[config.mk]
export PLATFORM = sky130hd
export DESIGN_NAME = decode_stage
export DESIGN_NICKNAME = d
export VERILOG_FILES = /design/src/hdl/decode_pkg.sv /design/src/hdl/priv_mode_regs.sv /design/src/hdl/opcode_decoder.sv /design/src/hdl/imm_gen.sv /design/src/hdl/decode_stage.sv
export SDC_FILE = /design/constraint.sdc
export NUM_CORES = 1
export LEC_CHECK = 0
export BUFFER_PORTS_ARGS = -buffer_cell sky130_fd_sc_hd__buf_2
export CAP_MARGIN = 40
export CORE_MARGIN = 3
export CORE_UTILIZATION = 46
export CTS_CLUSTER_SIZE = 16
export DETAILED_ROUTE_END_ITERATION = 8
export GPL_TIMING_DRIVEN = 0
export PLACE_DENSITY = 0.81
export RECOVER_POWER = 100
export SLEW_MARGIN = 5
export SYNTH_ARGS = -nofsm -noshare
export SYNTH_HDL_FRONTEND = slang
export SYNTH_SLANG_ARGS = --single-unit
[constraint.sdc]
create_clock -name clk_i -period 2.4 [get_ports clk_i]
set_input_delay 0.36 -clock clk_i [delete_from_list [all_inputs] [get_ports clk_i]]
set_output_delay 0.36 -clock clk_i [all_outputs]
set_load 0.02 [all_outputs]
[src/hdl/decode_pkg.sv]
`default_nettype none

package decode_pkg;

    // --------------------------------------------------
    // instruction word views
    // --------------------------------------------------
    typedef struct packed {
        logic [6:0] funct7;
        logic [4:0] rs2;
        logic [4:0] rs1;
        logic [2:0] funct3;
        logic [4:0] rd;
        logic [6:0] opcode;
    } rtype_t;

    typedef struct packed {
        logic [11:0] imm;
        logic [4:0]  rs1;
        logic [2:0]  funct3;
        logic [4:0]  rd;
        logic [6:0]  opcode;
    } itype_t;

    typedef struct packed {
        logic [6:0] imm_hi;  // imm[11:5]
        logic [4:0] rs2;
        logic [4:0] rs1;
        logic [2:0] funct3;
        logic [4:0] imm_lo;  // imm[4:0]
        logic [6:0] opcode;
    } stype_t;

    typedef struct packed {
        logic [19:0] imm;
        logic [4:0]  rd;
        logic [6:0]  opcode;
    } utype_t;

    typedef union packed {
        rtype_t rtype;
        itype_t itype;
        stype_t stype;
        utype_t utype;
    } instr_u;

    // major opcodes
    localparam logic [6:0] OPCODE_OP     = 7'b0110011;
    localparam logic [6:0] OPCODE_OPIMM  = 7'b0010011;
    localparam logic [6:0] OPCODE_LOAD   = 7'b0000011;
    localparam logic [6:0] OPCODE_STORE  = 7'b0100011;
    localparam logic [6:0] OPCODE_BRANCH = 7'b1100011;
    localparam logic [6:0] OPCODE_JAL    = 7'b1101111;
    localparam logic [6:0] OPCODE_JALR   = 7'b1100111;
    localparam logic [6:0] OPCODE_LUI    = 7'b0110111;
    localparam logic [6:0] OPCODE_AUIPC  = 7'b0010111;
    localparam logic [6:0] OPCODE_SYSTEM = 7'b1110011;

    // --------------------------------------------------
    // decode result encodings
    // --------------------------------------------------
    typedef enum logic [2:0] {
        NONE, ALU, LOAD, STORE, CTRL_FLOW, CSR
    } fu_t;

    typedef enum logic [5:0] {
        ADD, SUB, SLTS, SLTU, XORL, ORL, ANDL, SLL, SRL, SRA,  // alu
        LB, LH, LW, LD, LBU, LHU, LWU,                         // loads
        SB, SH, SW, SD,                                        // stores
        EQ, NE, LTS, GES, LTU, GEU,                            // branches
        JALR, SRET, MRET, WFI
    } op_t;

    typedef enum logic [2:0] {
        NOIMM, IIMM, SIMM, SBIMM, UIMM, JIMM
    } imm_sel_t;

    typedef enum logic [1:0] {
        PRIV_LVL_U = 2'd0,
        PRIV_LVL_S = 2'd1,
        PRIV_LVL_M = 2'd3
    } priv_lvl_t;

    // synchronous exception causes
    localparam logic [5:0] ILLEGAL_INSTR  = 6'd2;
    localparam logic [5:0] BREAKPOINT     = 6'd3;
    localparam logic [5:0] ENV_CALL_UMODE = 6'd8;
    localparam logic [5:0] ENV_CALL_SMODE = 6'd9;
    localparam logic [5:0] ENV_CALL_MMODE = 6'd11;

    localparam logic [1:0] MODE_REG_ADDR = 2'd0;  // word address

endpackage

`default_nettype wire

[src/hdl/priv_mode_regs.sv]
`default_nettype none

module priv_mode_regs (
    input  logic                  clk_i,
    input  logic                  rst_i,
    input  logic                  wb_cyc_i,
    input  logic                  wb_stb_i,
    input  logic                  wb_we_i,
    input  logic [1:0]            wb_adr_i,
    input  logic [31:0]           wb_dat_i,
    input  logic [3:0]            wb_sel_i,
    output logic [31:0]           wb_dat_o,
    output logic                  wb_ack_o,
    output decode_pkg::priv_lvl_t priv_lvl_o,
    output logic                  tw_o,
    output logic                  tsr_o
);
    logic                  wb_req;
    logic                  ack_q;
    logic                  done_q;  // current strobe already acknowledged
    logic                  adr_hit;
    logic                  wr_en;
    decode_pkg::priv_lvl_t priv_lvl_q;
    logic                  tw_q;
    logic                  tsr_q;

    assign wb_req  = wb_cyc_i & wb_stb_i;
    assign adr_hit = (wb_adr_i == decode_pkg::MODE_REG_ADDR);
    // write lands on the edge that raises ack
    assign wr_en   = wb_req & ~ack_q & ~done_q & wb_we_i & wb_sel_i[0] & adr_hit;

    // --------------------------------------------------
    // single-cycle ack, low again until strobe drops
    // --------------------------------------------------
    always_ff @(posedge clk_i) begin
        if (rst_i) begin
            ack_q  <= 1'b0;
            done_q <= 1'b0;
        end else begin
            ack_q  <= wb_req & ~ack_q & ~done_q;
            done_q <= wb_req & (ack_q | done_q);
        end
    end

    always_ff @(posedge clk_i) begin
        if (rst_i) begin
            priv_lvl_q <= decode_pkg::PRIV_LVL_M;
            tw_q       <= 1'b0;
            tsr_q      <= 1'b0;
        end else if (wr_en) begin
            // reserved encoding 2 becomes M mode
            if (wb_dat_i[1:0] == 2'd2)
                priv_lvl_q <= decode_pkg::PRIV_LVL_M;
            else
                priv_lvl_q <= decode_pkg::priv_lvl_t'(wb_dat_i[1:0]);
            tw_q  <= wb_dat_i[2];
            tsr_q <= wb_dat_i[3];
        end
    end

    assign wb_dat_o   = adr_hit ? {28'b0, tsr_q, tw_q, priv_lvl_q} : 32'b0;
    assign wb_ack_o   = ack_q;
    assign priv_lvl_o = priv_lvl_q;
    assign tw_o       = tw_q;
    assign tsr_o      = tsr_q;

endmodule

`default_nettype wire

[src/hdl/opcode_decoder.sv]
`default_nettype none

module opcode_decoder (
    input  logic [31:0]           instr_i,
    input  decode_pkg::priv_lvl_t priv_lvl_i,
    input  logic                  tw_i,
    input  logic                  tsr_i,
    output decode_pkg::fu_t       fu_o,
    output decode_pkg::op_t       op_o,
    output logic [4:0]            rs1_o,
    output logic [4:0]            rs2_o,
    output logic [4:0]            rd_o,
    output decode_pkg::imm_sel_t  imm_sel_o,
    output logic                  use_pc_o,
    output logic                  illegal_o,
    output logic                  ecall_o,
    output logic                  ebreak_o
);
    decode_pkg::instr_u instr;

    assign instr = instr_i;

    always_comb begin
        fu_o      = decode_pkg::NONE;
        op_o      = decode_pkg::ADD;
        rs1_o     = 5'b0;
        rs2_o     = 5'b0;
        rd_o      = 5'b0;
        imm_sel_o = decode_pkg::NOIMM;
        use_pc_o  = 1'b0;
        illegal_o = 1'b0;
        ecall_o   = 1'b0;
        ebreak_o  = 1'b0;

        case (instr.rtype.opcode)
            // --------------------------------------------------
            // privileged system group
            // --------------------------------------------------
            decode_pkg::OPCODE_SYSTEM: begin
                fu_o  = decode_pkg::CSR;
                rs1_o = instr.itype.rs1;
                rd_o  = instr.itype.rd;
                if (instr.itype.funct3 != 3'b000 || instr.itype.rs1 != 5'b0 ||
                        instr.itype.rd != 5'b0)
                    illegal_o = 1'b1;  // csr ops not supported
                case (instr.itype.imm)
                    12'h000: ecall_o  = 1'b1;
                    12'h001: ebreak_o = 1'b1;
                    12'h102: begin
                        op_o = decode_pkg::SRET;
                        if (priv_lvl_i == decode_pkg::PRIV_LVL_U ||
                                (priv_lvl_i == decode_pkg::PRIV_LVL_S && tsr_i)) begin
                            illegal_o = 1'b1;
                            op_o      = decode_pkg::ADD;  // keep mode unchanged
                        end
                    end
                    12'h302: begin
                        op_o = decode_pkg::MRET;
                        if (priv_lvl_i != decode_pkg::PRIV_LVL_M)
                            illegal_o = 1'b1;
                    end
                    12'h105: begin
                        op_o = decode_pkg::WFI;
                        if (priv_lvl_i == decode_pkg::PRIV_LVL_U ||
                                (priv_lvl_i == decode_pkg::PRIV_LVL_S && tw_i)) begin
                            illegal_o = 1'b1;
                            op_o      = decode_pkg::ADD;
                        end
                    end
                    default: illegal_o = 1'b1;
                endcase
            end

            // --------------------------------------------------
            // alu, reg-reg and reg-imm
            // --------------------------------------------------
            decode_pkg::OPCODE_OP: begin
                fu_o  = decode_pkg::ALU;
                rs1_o = instr.rtype.rs1;
                rs2_o = instr.rtype.rs2;
                rd_o  = instr.rtype.rd;
                case ({instr.rtype.funct7, instr.rtype.funct3})
                    {7'b000_0000, 3'b000}: op_o = decode_pkg::ADD;
                    {7'b010_0000, 3'b000}: op_o = decode_pkg::SUB;
                    {7'b000_0000, 3'b010}: op_o = decode_pkg::SLTS;
                    {7'b000_0000, 3'b011}: op_o = decode_pkg::SLTU;
                    {7'b000_0000, 3'b100}: op_o = decode_pkg::XORL;
                    {7'b000_0000, 3'b110}: op_o = decode_pkg::ORL;
                    {7'b000_0000, 3'b111}: op_o = decode_pkg::ANDL;
                    {7'b000_0000, 3'b001}: op_o = decode_pkg::SLL;
                    {7'b000_0000, 3'b101}: op_o = decode_pkg::SRL;
                    {7'b010_0000, 3'b101}: op_o = decode_pkg::SRA;
                    default: illegal_o = 1'b1;
                endcase
            end

            decode_pkg::OPCODE_OPIMM: begin
                fu_o      = decode_pkg::ALU;
                imm_sel_o = decode_pkg::IIMM;
                rs1_o     = instr.itype.rs1;
                rd_o      = instr.itype.rd;
                case (instr.itype.funct3)
                    3'b000: op_o = decode_pkg::ADD;
                    3'b010: op_o = decode_pkg::SLTS;
                    3'b011: op_o = decode_pkg::SLTU;
                    3'b100: op_o = decode_pkg::XORL;
                    3'b110: op_o = decode_pkg::ORL;
                    3'b111: op_o = decode_pkg::ANDL;
                    3'b001: begin
                        op_o = decode_pkg::SLL;
                        if (instr.itype.imm[11:6] != 6'b0)
                            illegal_o = 1'b1;  // shamt is 6 bits on rv64
                    end
                    default: begin  // 3'b101
                        if (instr.itype.imm[11:6] == 6'b00_0000)
                            op_o = decode_pkg::SRL;
                        else if (instr.itype.imm[11:6] == 6'b01_0000)
                            op_o = decode_pkg::SRA;
                        else
                            illegal_o = 1'b1;
                    end
                endcase
            end

            // --------------------------------------------------
            // memory
            // --------------------------------------------------
            decode_pkg::OPCODE_LOAD: begin
                fu_o      = decode_pkg::LOAD;
                imm_sel_o = decode_pkg::IIMM;
                rs1_o     = instr.itype.rs1;
                rd_o      = instr.itype.rd;
                case (instr.itype.funct3)
                    3'b000:  op_o = decode_pkg::LB;
                    3'b001:  op_o = decode_pkg::LH;
                    3'b010:  op_o = decode_pkg::LW;
                    3'b011:  op_o = decode_pkg::LD;
                    3'b100:  op_o = decode_pkg::LBU;
                    3'b101:  op_o = decode_pkg::LHU;
                    3'b110:  op_o = decode_pkg::LWU;
                    default: illegal_o = 1'b1;
                endcase
            end

            decode_pkg::OPCODE_STORE: begin
                fu_o      = decode_pkg::STORE;
                imm_sel_o = decode_pkg::SIMM;
                rs1_o     = instr.stype.rs1;
                rs2_o     = instr.stype.rs2;
                case (instr.stype.funct3)
                    3'b000:  op_o = decode_pkg::SB;
                    3'b001:  op_o = decode_pkg::SH;
                    3'b010:  op_o = decode_pkg::SW;
                    3'b011:  op_o = decode_pkg::SD;
                    default: illegal_o = 1'b1;
                endcase
            end

            // --------------------------------------------------
            // control flow and upper immediates
            // --------------------------------------------------
            decode_pkg::OPCODE_BRANCH: begin
                fu_o      = decode_pkg::CTRL_FLOW;
                imm_sel_o = decode_pkg::SBIMM;
                rs1_o     = instr.stype.rs1;
                rs2_o     = instr.stype.rs2;
                case (instr.stype.funct3)
                    3'b000:  op_o = decode_pkg::EQ;
                    3'b001:  op_o = decode_pkg::NE;
                    3'b100:  op_o = decode_pkg::LTS;
                    3'b101:  op_o = decode_pkg::GES;
                    3'b110:  op_o = decode_pkg::LTU;
                    3'b111:  op_o = decode_pkg::GEU;
                    default: illegal_o = 1'b1;
                endcase
            end

            decode_pkg::OPCODE_JALR: begin
                fu_o      = decode_pkg::CTRL_FLOW;
                op_o      = decode_pkg::JALR;
                imm_sel_o = decode_pkg::IIMM;
                rs1_o     = instr.itype.rs1;
                rd_o      = instr.itype.rd;
                if (instr.itype.funct3 != 3'b000)
                    illegal_o = 1'b1;
            end

            decode_pkg::OPCODE_JAL: begin
                fu_o      = decode_pkg::CTRL_FLOW;  // op stays ADD
                imm_sel_o = decode_pkg::JIMM;
                rd_o      = instr.utype.rd;
            end

            decode_pkg::OPCODE_AUIPC: begin
                fu_o      = decode_pkg::ALU;
                imm_sel_o = decode_pkg::UIMM;
                use_pc_o  = 1'b1;
                rd_o      = instr.utype.rd;
            end

            decode_pkg::OPCODE_LUI: begin
                fu_o      = decode_pkg::ALU;
                imm_sel_o = decode_pkg::UIMM;
                rd_o      = instr.utype.rd;
            end

            default: illegal_o = 1'b1;
        endcase
    end

endmodule

`default_nettype wire

[src/hdl/imm_gen.sv]
`default_nettype none

module imm_gen #(
    parameter int XLEN = 64
) (
    input  logic [31:0]          instr_i,
    input  decode_pkg::imm_sel_t imm_sel_i,
    output logic [XLEN-1:0]      imm_o,
    output logic                 use_imm_o
);
    decode_pkg::instr_u instr;
    logic signed [11:0] imm_i;
    logic signed [11:0] imm_s;
    logic signed [12:0] imm_b;
    logic signed [31:0] imm_u;
    logic signed [20:0] imm_j;

    assign instr = instr_i;

    // raw fields, bit 31 is the sign in every format
    assign imm_i = instr.itype.imm;
    assign imm_s = {instr.stype.imm_hi, instr.stype.imm_lo};
    assign imm_b = {instr.stype.imm_hi[6], instr.stype.imm_lo[0],
                    instr.stype.imm_hi[5:0], instr.stype.imm_lo[4:1], 1'b0};
    assign imm_u = {instr.utype.imm, 12'b0};
    assign imm_j = {instr.utype.imm[19], instr.utype.imm[7:0], instr.utype.imm[8],
                    instr.utype.imm[18:9], 1'b0};

    always_comb begin
        use_imm_o = 1'b1;
        case (imm_sel_i)
            decode_pkg::IIMM:  imm_o = XLEN'(imm_i);
            decode_pkg::SIMM:  imm_o = XLEN'(imm_s);
            decode_pkg::SBIMM: imm_o = XLEN'(imm_b);
            decode_pkg::UIMM:  imm_o = XLEN'(imm_u);  // lui / auipc
            decode_pkg::JIMM:  imm_o = XLEN'(imm_j);
            default: begin
                imm_o     = '0;
                use_imm_o = 1'b0;
            end
        endcase
    end

endmodule

`default_nettype wire

[src/hdl/decode_stage.sv]
`default_nettype none

module decode_stage #(
    parameter int XLEN = 64
) (
    input  logic                 clk_i,
    input  logic                 rst_i,
    // instruction in
    input  logic                 instr_valid_i,
    input  logic [31:0]          instr_i,
    // wishbone, mode register
    input  logic                 wb_cyc_i,
    input  logic                 wb_stb_i,
    input  logic                 wb_we_i,
    input  logic [1:0]           wb_adr_i,
    input  logic [31:0]          wb_dat_i,
    input  logic [3:0]           wb_sel_i,
    output logic [31:0]          wb_dat_o,
    output logic                 wb_ack_o,
    // decoded instruction out
    output logic                 dec_valid_o,
    output decode_pkg::fu_t      fu_o,
    output decode_pkg::op_t      op_o,
    output logic [4:0]           rs1_o,
    output logic [4:0]           rs2_o,
    output logic [4:0]           rd_o,
    output logic [XLEN-1:0]      imm_o,
    output logic                 use_imm_o,
    output logic                 use_pc_o,
    output logic                 ex_valid_o,
    output logic [5:0]           ex_cause_o
);
    decode_pkg::priv_lvl_t priv_lvl;
    logic                  tw;
    logic                  tsr;
    decode_pkg::fu_t       fu;
    decode_pkg::op_t       op;
    logic [4:0]            rs1;
    logic [4:0]            rs2;
    logic [4:0]            rd;
    decode_pkg::imm_sel_t  imm_sel;
    logic                  use_pc;
    logic                  illegal;
    logic                  ecall;
    logic                  ebreak;
    logic [XLEN-1:0]       imm;
    logic                  use_imm;
    logic                  ex_valid;
    logic [5:0]            ex_cause;

    priv_mode_regs priv_mode_regs_inst (
        .clk_i      (clk_i),
        .rst_i      (rst_i),
        .wb_cyc_i   (wb_cyc_i),
        .wb_stb_i   (wb_stb_i),
        .wb_we_i    (wb_we_i),
        .wb_adr_i   (wb_adr_i),
        .wb_dat_i   (wb_dat_i),
        .wb_sel_i   (wb_sel_i),
        .wb_dat_o   (wb_dat_o),
        .wb_ack_o   (wb_ack_o),
        .priv_lvl_o (priv_lvl),
        .tw_o       (tw),
        .tsr_o      (tsr)
    );

    opcode_decoder opcode_decoder_inst (
        .instr_i    (instr_i),
        .priv_lvl_i (priv_lvl),
        .tw_i       (tw),
        .tsr_i      (tsr),
        .fu_o       (fu),
        .op_o       (op),
        .rs1_o      (rs1),
        .rs2_o      (rs2),
        .rd_o       (rd),
        .imm_sel_o  (imm_sel),
        .use_pc_o   (use_pc),
        .illegal_o  (illegal),
        .ecall_o    (ecall),
        .ebreak_o   (ebreak)
    );

    imm_gen #(
        .XLEN (XLEN)
    ) imm_gen_inst (
        .instr_i   (instr_i),
        .imm_sel_i (imm_sel),
        .imm_o     (imm),
        .use_imm_o (use_imm)
    );

    // --------------------------------------------------
    // exception priority: illegal > ecall > ebreak
    // --------------------------------------------------
    always_comb begin
        ex_valid = illegal | ecall | ebreak;
        ex_cause = decode_pkg::BREAKPOINT;
        if (illegal) begin
            ex_cause = decode_pkg::ILLEGAL_INSTR;
        end else if (ecall) begin
            case (priv_lvl)  // cause follows current mode
                decode_pkg::PRIV_LVL_M: ex_cause = decode_pkg::ENV_CALL_MMODE;
                decode_pkg::PRIV_LVL_S: ex_cause = decode_pkg::ENV_CALL_SMODE;
                default:                ex_cause = decode_pkg::ENV_CALL_UMODE;
            endcase
        end
    end

    // output register
    always_ff @(posedge clk_i) begin
        if (rst_i) begin
            dec_valid_o <= 1'b0;
            ex_valid_o  <= 1'b0;
        end else begin
            dec_valid_o <= instr_valid_i;
            ex_valid_o  <= instr_valid_i & ex_valid;  // only with a valid decode
        end
    end

    always_ff @(posedge clk_i) begin
        if (instr_valid_i) begin
            fu_o       <= fu;
            op_o       <= op;
            rs1_o      <= rs1;
            rs2_o      <= rs2;
            rd_o       <= rd;
            imm_o      <= imm;
            use_imm_o  <= use_imm;
            use_pc_o   <= use_pc;
            ex_cause_o <= ex_cause;
        end
    end

endmodule

`default_nettype wire

# Word-level counts from Yosys, hierarchy flattened
# Cells that the tools add are included.
# classes
eq_ne	40
muxes	39
bitwise	14
n_reduce_logical	32
# op_table
op	count
$pmux 64 s5	1
$pmux 6 s7	2
$eq 10x3->1 const B	4
$pmux 4 s9	1
$pmux 5 s7	1
$pmux 3 s5	2
$pmux 5 s6	1
$eq 7x7->1 const B	4
$eq 12x9->1 const B	2
$eq 7x6->1 const B	3
$eq 10x2->1 const B	2
$eq 10x9->1 const B	2
$pmux 5 s4	1
$mux 1	19
$eq 3x3->1 const B	6
$pmux 6 s3	1
$eq 7x5->1 const B	2
$reduce_or 7->1	2
$eq 12x1->1 const B	1
$eq 12x10->1 const B	1
$eq 3x2->1 const B	4
$logic_not 12->1	1
$reduce_or 3->1	4
$reduce_or 6->1	2
other kinds (32)	56
# word_totals
reg_bits	102
in_bits	76
output_inout_bits	131
wordCells	142

# Depth between registers and ports, before layout
# depth
ltp_word	10
mapped_depth	8
depth_no_buf	7

# Hierarchy
# Synthesis repeated with hierarchy kept, for this count alone.
# unflattened
hier_cells	468
hier_area_um2	5240.0
# by_module_without_submodules
mod	instances	cells_per_inst	area_per_inst_um2	seq_area_each_um2
decode_stage	1	106	2901.5	2832.7
opcode_decoder	1	203	1149.9	0.0
imm_gen	1	100	673.1	0.0
priv_mode_regs	1	59	515.5	120.1

# Least setup slack after synthesis
# OpenSTA, ideal clock, no wires.
# synth_timing
path_kind	in2reg
from	input port instr_i[14]
to	register op_o[0] (data pin)
setup_ns	0.263
arrival_ns	1.746
required_time_ns	2.137
setup_slack_ns	0.391
cell_stages	7
n_path_buf	1
cell_sequence	buf_2 > inv_1 > ha_1 > nor3_2 > o21a_1 > o31a_1 > a2111o_1
# synth_between
elab_chain_cells	3
word_cells_on_any_way	23
classes_between	16 x eq/ne; 6 x mux; 1 x reduce/logical
# synth_rtl
item	line_no	text
from (decl)	decode_stage.sv:10	input logic [31:0] instr_i,
$eq 10x9->1 (tied with other cells)	opcode_decoder.sv:82	case ({instr.rtype.funct7, instr.rtype.funct3})
$pmux 4 s9 (tied with other cells)	opcode_decoder.sv:82	
$pmux 6 s7 *	opcode_decoder.sv:35	case (instr.rtype.opcode)
net op[0]	decode_stage.sv:37	decode_pkg::op_t op;
to (signal assigned)	decode_stage.sv:124	op_o <= op;
to (decl)	decode_stage.sv:23	output decode_pkg::op_t op_o,
# The timed path passes the listed nets; every way through them passes the cells marked *.
# A chain may end at the register's enable or synchronous reset.

# Worst setup path after layout
# Ends and elaborated chain as after synthesis.

==> results.md <==
- After synthesis the cells add up to 0.00412 mm^2.
- For this run, the register share of the synthesized area comes to 47.6%.
- For this configuration, the core starts out at a cell density of 48.6%.
- The synthesized instance count is 394.
- The detailed-routing iteration count for the pre-antenna-repair pass is 5.
- The required time of the critical path is 2.49 ns.
- Traced cell by cell, the critical path runs through buf_2 -> buf_2 -> inv_1 -> ha_1 -> nor2_1 -> nor3_1 -> and2_0 -> o31a_1 -> a2111o_1.
- Entering global routing, the biggest net connects 44 pins.
- The share of layout cells above drive strength 1 is 29.0%.
- At the pin with the least slew margin, the transition time is 1.08 ns.
- The via density per instance is 5.16.
- Setup repair after global routing left no endpoint under its margin.
- The synthesized design contains 68 register bits.
- The tightest slew margin relative to the limit is 28.1%.
- In this run the vertical extent of the chip is 101 um.
- The initial antenna violation count was 0.
- The placed instances occupy a cell area of 0.00508 mm^2.
- At the end of routability-driven placement, the weighted congestion stood at 0.873.
- The number of flops mapped to enable cells by yosys is 60.
- The slowest library cell on the worst path is sky130_fd_sc_hd__ha_1.
- The final number of max-transition violations was 0.
- The worst hold path depth is 3.
- The count of nets left with antenna violations once routing finished came out at 0.
- The worst setup path is captured at a register.
- After floorplanning, the core was divided into 33 placement rows.
- The fmax is 461 MHz.
- Summing all multi-input logic gate instances after layout gives 0.00163 mm^2.
- The total count of hold-check failures in the final report came to 0.
- After the first detailed-routing iteration, the DRC count stood at 216.
- The worst setup path is of the in2reg kind.
- Of the available clock period, the critical path in the final layout requires 90.3%.
- Dividing total power by cell area gives a power density of 578 mW/mm^2.
- The area growth from synthesis to layout is 25.2%.
- The clock net in this run drives a total of 68 sinks.
- The largest vdd supply drop is 0.000269 V.
- For this run, the number of standard cells in the final layout without fillers is 687.
- TritonCTS built the clock tree.
- 0 antenna diodes ended up in the layout.
- Counting flops with an async set or reset pin after synthesis yields a share of 0%.
- After routing the design area is 0.00515 mm^2.
- Once placement completed, the tool counted placed cells totaling 670.
- The worst path in the final design needs a cycle of 2.17 ns, including I/O delays and setup.
- For flop-to-flop paths, the worst setup slack is 0.61 ns.
- In the post-synthesis netlist, the biggest area contributors are sky130_fd_sc_hd__edfxtp_1 (44%), sky130_fd_sc_hd__buf_4 (12%), sky130_fd_sc_hd__and2_1 (4.4%).
- The die covers 0.0101 mm^2.
- The cell class contributing the biggest share of worst-path delay is buffers and inverters.
- The floorplan step set the die width to 101 um.
- After filler insertion, the fill cell instance count of the layout stands at 741.
- The sum of overflow across all layers after global routing is 0.
- The largest single stage delay on the critical path is 0.32 ns.
- The via count of the first global-routing pass is 3312.
- Max-cap violations in this run came to 0.
- Summed over all cells, the static leakage comes to 2.32 nW.
- The later pin in the worst-skew pair is clocked with a latency of 0.34 ns.
- After legalization and detailed placement, the total HPWL measured 8.44 mm.
- The cell type with the highest occurrence count on the critical path is sky130_fd_sc_hd__buf_2.
- For this run, the post-layout net count is 659.
- The overall via count from detail_route is 3542.
- The storage element area is 0.00196 mm^2.
- Buffers added to address setup during post-CTS repair amount to 0.
- Setup violations remaining at the end of the flow were counted as 0.
- The final setup skew is 0.00567 ns.
- The level count of the clock H-tree is 3.
- The final design utilization is 60.9%.
- The biggest area consumer among synthesized cells is sky130_fd_sc_hd__edfxtp_1.
- Counting cells, the worst reg-to-reg path comes to 5.
- For this run, the total global-route usage over all layers was measured as 20.9%.
- For the worst setup path, the data arrival time is 2.25 ns.
- The top cell type by area accounts for 43.8% of the synthesized area.
- Of all nets on the critical path, the largest fanout is 10.
- The startpoint type of the worst setup path is an input pin.
- The number of cells upsized or downsized after cts is 0.
- The most used flip-flop cell after synthesis is sky130_fd_sc_hd__edfxtp_1.
- The post-CTS clock slew at the launch and capture registers of the worst setup and hold paths is 0.07 ns.
- After synthesis, the most frequently instantiated cells are sky130_fd_sc_hd__buf_4 (66), sky130_fd_sc_hd__edfxtp_1 (60), sky130_fd_sc_hd__and2_1 (29).
- The count of buffers inserted at the top-level ports is 139.
- The deepest clock path buffer count is 2.
- The worst hold path belongs to the class in2reg.
- The first global-routing pass estimated 16.7 mm of wire.
- The number of hold buffers added after CTS was 0.
- The number of distinct library cells after synthesis is 63.
- The run finished with clean final reports.
- The count of unresolved DRC violations after routing is 0.
- The Yosys warning count is 0.
- The number of gates on the worst path with buffers counted is 9.
- The core box area is 0.00846 mm^2.
- The detail-routed net length per standard cell is 15.9 um.
- The root buffer cell is sky130_fd_sc_hd__clkbuf_8.
- Among all cell types in the netlist, the one instantiated most often is sky130_fd_sc_hd__buf_4.
- The count of buffer and inverter cells on the critical path is 3.
- The clock buffer count from CTS is 9.
- The detailed-route wire length is 10.9 mm.
- 207 I/O pins were placed.
- The average cell area after synthesis is 10.5 um^2.
through the flow:
| stage | TNS, ns | power, mW | setup slack [ns] | hold WS [ns] |
|---|---|---|---|---|
| 2_1_floorplan | 0 | 1.80 | 0.391 | 0.422 |
| 3_3_place_gp | -0.111 | 2.00 | -0.111 | 0.431 |
| 3_5_place_dp | -0.0694 | 2.01 | -0.0694 | 0.454 |
| 4_1_cts | 0 | 3.03 | 0.303 | 0.252 |
| 5_1_grt | 0 | 3.10 | 0.0827 | 0.253 |
| 6_report | 0 | 2.98 | 0.232 | 0.261 |
routing by layer:
metal / track usage [%] / vias up / wire (um)
met4: 8.70 / 0 / 210
met5: 0 / - / 0
met1: 25.9 / 1646 / 4470
met2: 36.1 / 176 / 5450
li1: - / 1704 / -
met3: 3.11 / 16 / 796
state kept, by name, indices dropped and copies added, names as in the netlist, 2 cells and up:
signal and count:
ex_cause_o 3, fu_o 3, op_o 5, imm_o 32, rs2_o 5, rs1_o 5
rd_o 5, priv_mode_regs_inst.priv_lvl_o 2
layout by cell type, fill, tap and decap left out, drive strengths merged, types with 5 or more instances in the layout:
cell type  netlist  layout
a21o            21      21
ha               6       6
nand2           24      24
dfxtp            8       8
buf             75     112
conb             1      32
nand3           10      10
edfxtp          60      60
and2            29      29
nor3            19      19
a21oi           10      10
clkbuf           5     118
nor4             9       9
o21ai           17      17
nor2b            8       8
nor2            19      19
clkinv           0       5
inv              8       8
nand4            5       5
final cells by class:
class                      count  share of cell area [%]
clock buffer                   9                    2.40
tap                          105                    2.55
buffer                        80                    10.9
multi-input combinational    269                    31.7
sequential                    68                    38.1
inverter                       8                   0.583
timing repair buffer         141                    12.1
clock inverter                 7                    1.77
where the power goes:
group / internal (mW) / leakage [nW] / switching [mW]
clock network: 0.581 / 0.111 / 0.437
logic: 0.200 / 1.58 / 0.386
registers: 1.35 / 0.633 / 0.0211
tightest hold or removal path, delay by kind of cell:
kind / cells / cell delay, ns
buf+inv: 1 / 0.08
simple gates: 1 / 0.07
mux: 1 / 0.05
path summary, 6_finish.rpt:
check / start / endpoint
hold reg to reg: priv_mode_regs_inst.done_q$_SDFF_PP0_ / priv_mode_regs_inst.wb_ack_o$_SDFF_PP0_
hold / removal: wb_dat_i[2] / priv_mode_regs_inst.tw_o$_SDFFE_PP0P_
setup reg to reg: priv_mode_regs_inst.priv_lvl_o[0]$_SDFFE_PP1P_ / op_o[4]$_DFFE_PP_
setup / recovery: instr_i[14] / op_o[0]$_DFFE_PP_
logic make-up (layout without fill, tap and decap cells):
kind of cell	count (synthesis)	after routing	share of synthesized area, %
adders and majority gates	6	6	1.82
and+or+nand+nor	142	142	20.3
xor gates and xnor gates	2	2	0.425
muxes	2	2	0.486
DFF	68	68	47.6
AOI/OAI and AO/OA	85	85	14.7
other	1	32	0.0911
buffers and inverters	88	245	14.5
Note: power is estimated with default switching activity, not from simulation.
